--- config.mk ---
export PLATFORM = sky130hd
export DESIGN_NAME = core_set
export DESIGN_NICKNAME = d
export VERILOG_FILES = /design/src/source/cs_pkg.sv /design/src/source/cs_geometry.sv /design/src/source/cs_tile_sequencer.sv /design/src/source/cs_src_addr.sv /design/src/source/cs_addr_out.sv /design/src/source/core_set.sv
export VERILOG_INCLUDE_DIRS = /design/src /design/src/include
export SDC_FILE = /design/constraint.sdc
export NUM_CORES = 2
export LEC_CHECK = 0
export ABC_AREA = 1
export BUFFER_PORTS_ARGS = -buffer_cell sky130_fd_sc_hd__buf_2
export CORE_MARGIN = 4
export CORE_UTILIZATION = 40
export CTS_CLUSTER_DIAMETER = 50
export DETAILED_ROUTE_END_ITERATION = 8
export MAX_ROUTING_LAYER = met4
export SYNTH_ARGS = -nofsm -noshare
export SYNTH_HDL_FRONTEND = slang
export SYNTH_SLANG_ARGS = --single-unit
--- constraint.sdc ---
create_clock -name I_CS_HCLK -period 7.7 [get_ports I_CS_HCLK]
set_input_delay 0.385 -clock I_CS_HCLK [delete_from_list [all_inputs] [get_ports I_CS_HCLK]]
set_output_delay 0.385 -clock I_CS_HCLK [all_outputs]
set_load 0.02 [all_outputs]
--- src/include/cs_params.svh ---
`ifndef CS_PARAMS_SVH
`define CS_PARAMS_SVH

// image dimension in pixels
`define CS_DIM_W 16

// byte address on the DMA side
`define CS_ADDR_W 32

// tile index, enough for 65528/8 tiles
`define CS_TILE_IDX_W 13

// row inside one tile
`define CS_ROW_IDX_W 3

`define CS_TILE_PIX 8

`define CS_PIX_BYTES 3

// one tile row, moved as a single fixed burst
`define CS_TILE_ROW_BYTES 24

`define CS_SRC_ALIGN 4

`endif

--- src/source/cs_pkg.sv ---
`default_nettype none

`include "cs_params.svh"

package cs_pkg;

	typedef enum logic [1:0] {
		CS_IDLE  = 2'd0,
		CS_READ  = 2'd1,
		CS_WRITE = 2'd2
	} cs_state_e;

	// clockwise rotation
	typedef enum logic [1:0] {
		ROT_0   = 2'd0,
		ROT_90  = 2'd1,
		ROT_180 = 2'd2,
		ROT_270 = 2'd3
	} cs_rot_e;

	typedef struct packed {
		logic [`CS_DIM_W-1:0]      new_height;
		logic [`CS_DIM_W-1:0]      new_width;
		logic [`CS_ADDR_W-1:0]     src_pitch;
		logic [`CS_ADDR_W-1:0]     dst_pitch;
		logic [`CS_ADDR_W-1:0]     dst_base;
		logic [`CS_TILE_IDX_W-1:0] tiles_h;
		logic [`CS_TILE_IDX_W-1:0] tiles_w;
		logic [`CS_DIM_W-1:0]      src_height;
		logic [`CS_DIM_W-1:0]      src_width;
		cs_rot_e                   rot;       // after direction swap
	} cs_geom_t;

	typedef struct packed {
		cs_state_e                 state;
		logic [`CS_TILE_IDX_W-1:0] tile_y;
		logic [`CS_TILE_IDX_W-1:0] tile_x;
		logic [`CS_ROW_IDX_W-1:0]  row;
	} cs_pos_t;

	typedef struct packed {
		logic       row_pad;   // row below source height
		logic [3:0] valid_pix; // 0..8 real pixels
	} cs_pad_t;

endpackage

`default_nettype wire

--- src/source/cs_geometry.sv ---
`timescale 1ns/1ps
`default_nettype none

`include "cs_params.svh"

module cs_geometry (
	input  logic                  I_CS_HCLK,
	input  logic                  I_CS_HRESET_N,
	input  logic                  start,
	input  logic [`CS_DIM_W-1:0]  height,
	input  logic [`CS_DIM_W-1:0]  width,
	input  cs_pkg::cs_rot_e       degrees,
	input  logic                  direction,
	output cs_pkg::cs_geom_t      geom,
	input  logic                  busy
);

	import cs_pkg::*;

	localparam logic [`CS_DIM_W-1:0]  PAD_MASK   = `CS_DIM_W'(`CS_TILE_PIX - 1);
	localparam logic [`CS_ADDR_W-1:0] ALIGN_MASK = `CS_ADDR_W'(`CS_SRC_ALIGN - 1);

	logic [`CS_DIM_W-1:0]  pad_h;
	logic [`CS_DIM_W-1:0]  pad_w;
	logic [`CS_DIM_W-1:0]  new_h;
	logic [`CS_DIM_W-1:0]  new_w;
	logic [`CS_ADDR_W-1:0] src_row_bytes;
	cs_rot_e               rot_eff;
	cs_geom_t              geom_nxt;

	// inputs are limited to 65528, so the sum cannot overflow
	assign pad_h = (height + PAD_MASK) & ~PAD_MASK;
	assign pad_w = (width + PAD_MASK) & ~PAD_MASK;

	always_comb begin
		case (degrees)
			ROT_90:  rot_eff = direction ? ROT_90 : ROT_270;
			ROT_270: rot_eff = direction ? ROT_270 : ROT_90;
			default: rot_eff = degrees;
		endcase
	end

	// quarter turns swap the sides
	assign new_h = rot_eff[0] ? pad_w : pad_h;
	assign new_w = rot_eff[0] ? pad_h : pad_w;

	assign src_row_bytes = `CS_ADDR_W'(width) * `CS_PIX_BYTES;

	always_comb begin
		geom_nxt            = '0;
		geom_nxt.new_height = new_h;
		geom_nxt.new_width  = new_w;
		geom_nxt.src_pitch  = (src_row_bytes + ALIGN_MASK) & ~ALIGN_MASK;
		geom_nxt.dst_pitch  = `CS_ADDR_W'(new_w) * `CS_PIX_BYTES;
		geom_nxt.dst_base   = `CS_ADDR_W'(new_h) * `CS_ADDR_W'(new_w) * `CS_PIX_BYTES;
		geom_nxt.tiles_h    = `CS_TILE_IDX_W'(pad_h / `CS_TILE_PIX);
		geom_nxt.tiles_w    = `CS_TILE_IDX_W'(pad_w / `CS_TILE_PIX);
		geom_nxt.src_height = height;
		geom_nxt.src_width  = width;
		geom_nxt.rot        = rot_eff;
	end

	always_ff @(posedge I_CS_HCLK) begin
		if (!I_CS_HRESET_N) begin
			geom <= '0;
		end else if (start && !busy) begin
			geom <= geom_nxt; // held for the whole job
		end
	end

endmodule

`default_nettype wire

--- src/source/cs_tile_sequencer.sv ---
`timescale 1ns/1ps
`default_nettype none

`include "cs_params.svh"

module cs_tile_sequencer (
	input  logic             I_CS_HCLK,
	input  logic             I_CS_HRESET_N,
	input  logic             start,
	input  logic             dma_ready,
	input  cs_pkg::cs_geom_t geom,
	output cs_pkg::cs_pos_t  pos,
	output logic             busy,
	output logic             write,
	output logic             done
);

	import cs_pkg::*;

	cs_state_e                 state;
	cs_state_e                 state_nxt;
	logic [`CS_ROW_IDX_W-1:0]  row;
	logic [`CS_TILE_IDX_W-1:0] tile_y;
	logic [`CS_TILE_IDX_W-1:0] tile_x;
	logic                      start_ok;
	logic                      step;
	logic                      row_last;
	logic                      ty_last;
	logic                      tx_last;
	logic                      tile_end;

	assign busy     = (state != CS_IDLE);
	assign start_ok = start && !busy;
	assign step     = dma_ready && busy;  // transfer accepted this cycle

	assign row_last = (row == `CS_ROW_IDX_W'(`CS_TILE_PIX - 1));
	assign ty_last  = (tile_y == geom.tiles_h - `CS_TILE_IDX_W'(1));
	assign tx_last  = (tile_x == geom.tiles_w - `CS_TILE_IDX_W'(1));
	assign tile_end = step && row_last && (state == CS_WRITE);

	always_comb begin
		state_nxt = state;
		case (state)
			CS_IDLE: begin
				if (start_ok)
					state_nxt = CS_READ;
			end
			CS_READ: begin
				if (step && row_last)
					state_nxt = CS_WRITE; // same tile, write side
			end
			CS_WRITE: begin
				if (step && row_last)
					state_nxt = (ty_last && tx_last) ? CS_IDLE : CS_READ;
			end
			default: state_nxt = CS_IDLE;
		endcase
	end

	always_ff @(posedge I_CS_HCLK) begin
		if (!I_CS_HRESET_N) begin
			state  <= CS_IDLE;
			row    <= '0;
			tile_y <= '0;
			tile_x <= '0;
			write  <= 1'b0;
			done   <= 1'b0;
		end else begin
			state <= state_nxt;
			write <= (state_nxt == CS_WRITE);
			if (start_ok) begin
				row    <= '0;
				tile_y <= '0;
				tile_x <= '0;
				done   <= 1'b0; // new job clears it
			end else if (step) begin
				row <= row_last ? '0 : row + `CS_ROW_IDX_W'(1);
				if (tile_end) begin
					// tile row index runs inside, column outside
					if (!ty_last) begin
						tile_y <= tile_y + `CS_TILE_IDX_W'(1);
					end else begin
						tile_y <= '0;
						if (tx_last) begin
							tile_x <= '0;
							done   <= 1'b1;
						end else begin
							tile_x <= tile_x + `CS_TILE_IDX_W'(1);
						end
					end
				end
			end
		end
	end

	always_comb begin
		pos        = '0;
		pos.state  = state;
		pos.tile_y = tile_y;
		pos.tile_x = tile_x;
		pos.row    = row;
	end

endmodule

`default_nettype wire

--- src/source/cs_src_addr.sv ---
`timescale 1ns/1ps
`default_nettype none

`include "cs_params.svh"

module cs_src_addr (
	input  cs_pkg::cs_geom_t       geom,
	input  cs_pkg::cs_pos_t        pos,
	output logic [`CS_ADDR_W-1:0]  src_addr,
	output cs_pkg::cs_pad_t        pad
);

	import cs_pkg::*;

	logic [`CS_DIM_W-1:0] row_abs;
	logic [`CS_DIM_W-1:0] col_abs;
	logic [`CS_DIM_W-1:0] pix_left;
	logic                 below_src;

	// 8*ty + r and 8*tx, tile edge is a power of two
	assign row_abs = {pos.tile_y, pos.row};
	assign col_abs = {pos.tile_x, `CS_ROW_IDX_W'(0)};

	assign src_addr = `CS_ADDR_W'(row_abs) * geom.src_pitch
		+ `CS_ADDR_W'(pos.tile_x) * `CS_TILE_ROW_BYTES;

	assign below_src = (row_abs >= geom.src_height);
	assign pix_left  = geom.src_width - col_abs;

	always_comb begin
		pad = '0;
		if (pos.state == CS_READ) begin
			pad.row_pad = below_src;
			if (!below_src) begin
				if (pix_left >= `CS_DIM_W'(`CS_TILE_PIX))
					pad.valid_pix = 4'(`CS_TILE_PIX);
				else
					pad.valid_pix = pix_left[3:0]; // right edge tile
			end
		end
	end

endmodule

`default_nettype wire

--- src/source/cs_addr_out.sv ---
`timescale 1ns/1ps
`default_nettype none

`include "cs_params.svh"

module cs_addr_out (
	input  cs_pkg::cs_geom_t       geom,
	input  cs_pkg::cs_pos_t        pos,
	input  logic [`CS_ADDR_W-1:0]  src_addr,
	output logic [`CS_ADDR_W-1:0]  addr
);

	import cs_pkg::*;

	logic [`CS_TILE_IDX_W-1:0] ty_rev;
	logic [`CS_TILE_IDX_W-1:0] tx_rev;
	logic [`CS_TILE_IDX_W-1:0] dy;
	logic [`CS_TILE_IDX_W-1:0] dx;
	logic [`CS_DIM_W-1:0]      dst_row;
	logic [`CS_ADDR_W-1:0]     dst_addr;

	assign ty_rev = geom.tiles_h - `CS_TILE_IDX_W'(1) - pos.tile_y;
	assign tx_rev = geom.tiles_w - `CS_TILE_IDX_W'(1) - pos.tile_x;

	always_comb begin
		case (geom.rot)
			ROT_90: begin
				dy = pos.tile_x;
				dx = ty_rev;
			end
			ROT_180: begin
				dy = ty_rev;
				dx = tx_rev;
			end
			ROT_270: begin
				dy = tx_rev;
				dx = pos.tile_y;
			end
			default: begin
				dy = pos.tile_y;
				dx = pos.tile_x;
			end
		endcase
	end

	// pixel order inside the tile is left to the image memory
	assign dst_row = {dy, pos.row};

	assign dst_addr = geom.dst_base
		+ `CS_ADDR_W'(dst_row) * geom.dst_pitch
		+ `CS_ADDR_W'(dx) * `CS_TILE_ROW_BYTES;

	always_comb begin
		case (pos.state)
			CS_READ:  addr = src_addr;
			CS_WRITE: addr = dst_addr;
			default:  addr = '0;
		endcase
	end

endmodule

`default_nettype wire

--- src/source/core_set.sv ---
`timescale 1ns/1ps
`default_nettype none

`include "cs_params.svh"

module core_set (
	input  logic                  I_CS_HCLK,
	input  logic                  I_CS_HRESET_N,
	input  logic                  I_CS_START,
	input  logic [`CS_DIM_W-1:0]  I_CS_HEIGHT,
	input  logic [`CS_DIM_W-1:0]  I_CS_WIDTH,
	input  cs_pkg::cs_rot_e       I_CS_DEGREES,
	input  logic                  I_CS_DIRECTION,
	input  logic                  I_CS_DMA_READY,
	output logic [`CS_ADDR_W-1:0] O_CS_ADDR,      // to dma
	output logic                  O_CS_WRITE,     // to dma
	output cs_pkg::cs_pad_t       O_CS_IMEM_PAD,  // to imem
	output logic [`CS_ADDR_W-1:0] O_CS_DST_IMG,   // to register file
	output logic [`CS_DIM_W-1:0]  O_CS_NEW_H,
	output logic [`CS_DIM_W-1:0]  O_CS_NEW_W,
	output logic                  O_CS_INTR_DONE
);

	import cs_pkg::*;

	cs_geom_t              geom;
	cs_pos_t               pos;
	logic                  busy;
	logic [`CS_ADDR_W-1:0] src_addr;

	cs_geometry u_geometry (
		.I_CS_HCLK     (I_CS_HCLK),
		.I_CS_HRESET_N (I_CS_HRESET_N),
		.start         (I_CS_START),
		.height        (I_CS_HEIGHT),
		.width         (I_CS_WIDTH),
		.degrees       (I_CS_DEGREES),
		.direction     (I_CS_DIRECTION),
		.geom          (geom),
		.busy          (busy)
	);

	cs_tile_sequencer u_sequencer (
		.I_CS_HCLK     (I_CS_HCLK),
		.I_CS_HRESET_N (I_CS_HRESET_N),
		.start         (I_CS_START),
		.dma_ready     (I_CS_DMA_READY),
		.geom          (geom),
		.pos           (pos),
		.busy          (busy),
		.write         (O_CS_WRITE),
		.done          (O_CS_INTR_DONE)
	);

	cs_src_addr u_src_addr (
		.geom     (geom),
		.pos      (pos),
		.src_addr (src_addr),
		.pad      (O_CS_IMEM_PAD)
	);

	cs_addr_out u_addr_out (
		.geom     (geom),
		.pos      (pos),
		.src_addr (src_addr),
		.addr     (O_CS_ADDR)
	);

	assign O_CS_NEW_H   = geom.new_height;
	assign O_CS_NEW_W   = geom.new_width;
	assign O_CS_DST_IMG = geom.dst_base;

endmodule

`default_nettype wire

==> run metrics <==
Slew @ Worst Pin=824.0 ps; Via density=around 5; worst setup margin=-1222 ps; CORE AREA=around 0.097 sq mm; WL per Instance=18.31 um; die area=about 0.10 sq mm; initial antenna violation count=0; vias post-DR=between 30000 and 40000; Final #Nets=7079; Post-synth EDFFs=0; area added between synthesis and finish=28.56%; Worst slew margin=around 44%; Routed Antenna Nets=0; # setup viols final=24; Worst-path clk slew=around 80 ps; Tmin final=between 8000 and 9000 ps; critical path class=reg -> out; failing checks=negative setup slack; Iteration-0 DRC Markers=2186; number of port buffers=~130; max-slew violation count=0; layout cells sized above 1=26.30%; fin util=between 50% and 60%; htree depth=4; Worst Setup Start Kind=flop; Max Root-Sink Buffers=2; first-pass GRT wire length=211100 um; syn_area_per_cell=7.322 sq um; Cell Rows=about 110; HPWL after DPL=roughly 110000 um; die height=about 320 um; IO Pins=142; CTS tree=yes; Post-route DRC=0; number of warning messages in the yosys log=0; sequential share of the synthesized area=under 10%; Skew-Pair Late Insertion Delay=around 490 ps; setup TNS=-20500 ps; Congestion Overflow GR=0; Die W=around 320 um; max-cap viol count=0; CP arrival=about 8500 ps; number of synthesized register bits=approximately 180; CTS Hold Buffers Added=0; most common cell after layout, fill and taps aside=inv_1; crit-path max FO=4; routability congestion estimate=roughly 0.98; number of global-route vias before repair=~38000; Total Routing Usage GR=26.95%; Distinct cells, synth=70; Cells after Synth=~5300; dpl ws=-982.9 ps; critical path required time=between 7000 and 8000 ps; async set-reset flop share out of synthesis=0%; outcome=finished, violations left; largest net degree at the start of global routing=72; Clock Skews=roughly 14 ps; clock tree sinks=~180; CP max stage delay=around 590 ps; Final Hold Viols=0; cell mode on critical path=buf_6; Starting Density=40.29%; Mapped Area=0.03891 sq mm; Final Cycle Share=115.9%; critical path endpoint category=primary output; RSZ-0062 raised after global routing=true; Total Routed Length=134400 um; # fillers=around 9200; first-pass detailed-route iteration total=5; commonest non-fill, non-tap cells in the layout=1114 x inv_1, 1087 x nand2_1, 742 x buf_4; Worst Hold Class=in -> reg; Max Freq=approximately 110 MHz; number of buffers created by CTS=17; Clock Root Buffer=clkbuf_16; worst-path cell with the longest stage delay=fa_2; ys flop type=dfxtp_1
## registers in the layout, indices dropped and copies added (netlist names)
signal,flops
u_sequencer.write,1
u_geometry.geom,142
u_sequencer.state,2
u_sequencer.done,1
u_sequencer.row,3
u_sequencer.tile_y,13
u_sequencer.tile_x,13
## Yosys cell counts, drive strengths merged (15+ instances only)
cell    count  area (sq um)
nand2    1191          4568
inv      1190          4467
fa        541         10830
ha        448          5605
nor2      373          1540
a21oi     275          1384
o21ai     275          1481
dfxtp     175          3503
nand3     151         808.3
clkbuf    113         424.2
xor2      112         988.4
buf       104         684.4
nand4      48         327.8
o22ai      46         287.8
nor3       45         261.5
xnor2      41         359.1
or2        22         137.6
o211ai     21         162.6
a21o       18         135.1
a31oi      15         93.84
## final timing paths
check                                           from  slack, ps  cells past startpoint                      to
worst max register to register   u_geometry.geom[34]       4140                     17  u_sequencer.tile_x[10]
worst min register to register  u_geometry.geom[184]        460                      2    u_geometry.geom[184]
worst min-delay path                 I_CS_HEIGHT[15]        130                      3     u_geometry.geom[33]
worst max-delay path             u_geometry.geom[34]      -1220                     47           O_CS_ADDR[26]
## critical path, delay by kind of cell (launching register included)
family | cells | cell delay, ps
AND/OR/NAND/NOR | 12 | 1290
buffers and inverters | 13 | 1480
adder cells (fa/ha/maj) | 8 | 3330
XOR/XNOR | 1 | 140
AO/OA/AOI/OAI | 13 | 1460
flip-flops | 1 | 340
## per-stage QoR
stage / std cells / area (sq um) / hold slack [ps]
global route: 7340 / 50020 / 141.6
global placement: 7216 / 45760 / 439.3
CTS: 7286 / 48170 / 109.5
finish: 7341 / 50020 / 134.8
floorplan: 5327 / 39240 / 428.9
detailed placement: 7216 / 45760 / 444.5
## cells by family after synthesis
| kind of cell | count (synthesis) | share of synthesized area (%) |
|---|---|---|
| compound gates | 733 | 10.85 |
| xor+xnor | 153 | 3.463 |
| fa+ha+maj | 989 | 42.24 |
| buf+inv | 1412 | 14.38 |
| flops | 175 | 9.004 |
| other cells | 1 | 0.009638 |
| simple gates | 1851 | 20.06 |
## final cells by class
cell class,count,area (sq um),area share (%)
tap,1276,1597,3.192
inverter,1195,4499,8.994
sequential,175,3513,7.023
clock inverter,14,172.7,0.3452
multi-input combinational,3740,32730,65.43
antenna,1,2.502,0.005002
timing repair buffer,922,7079,14.15
clock buffer,18,429.2,0.8579
## timing repair
item | CTS | global route
gates resized for setup | 362 | 324
pin swaps | 178 | 212
buffers inserted | 43 | 61
setup endpoints to repair | 32 | 38
## metal layers
layer  up-vias  global-route usage, %  part of all wire, %  routed length [um]
li1      17773                      -                    -                   -
met2      1055                  43.54                   46               62050
met4         0                  8.655                  3.6                4881
met3       217                  3.354                  5.3                7164
met5         -                      -                    0                   0
met1     17758                  35.29                   45               60340
Power is not shown: default switching activity piles up to over one toggle a cycle in this logic, so the estimate is an artifact.
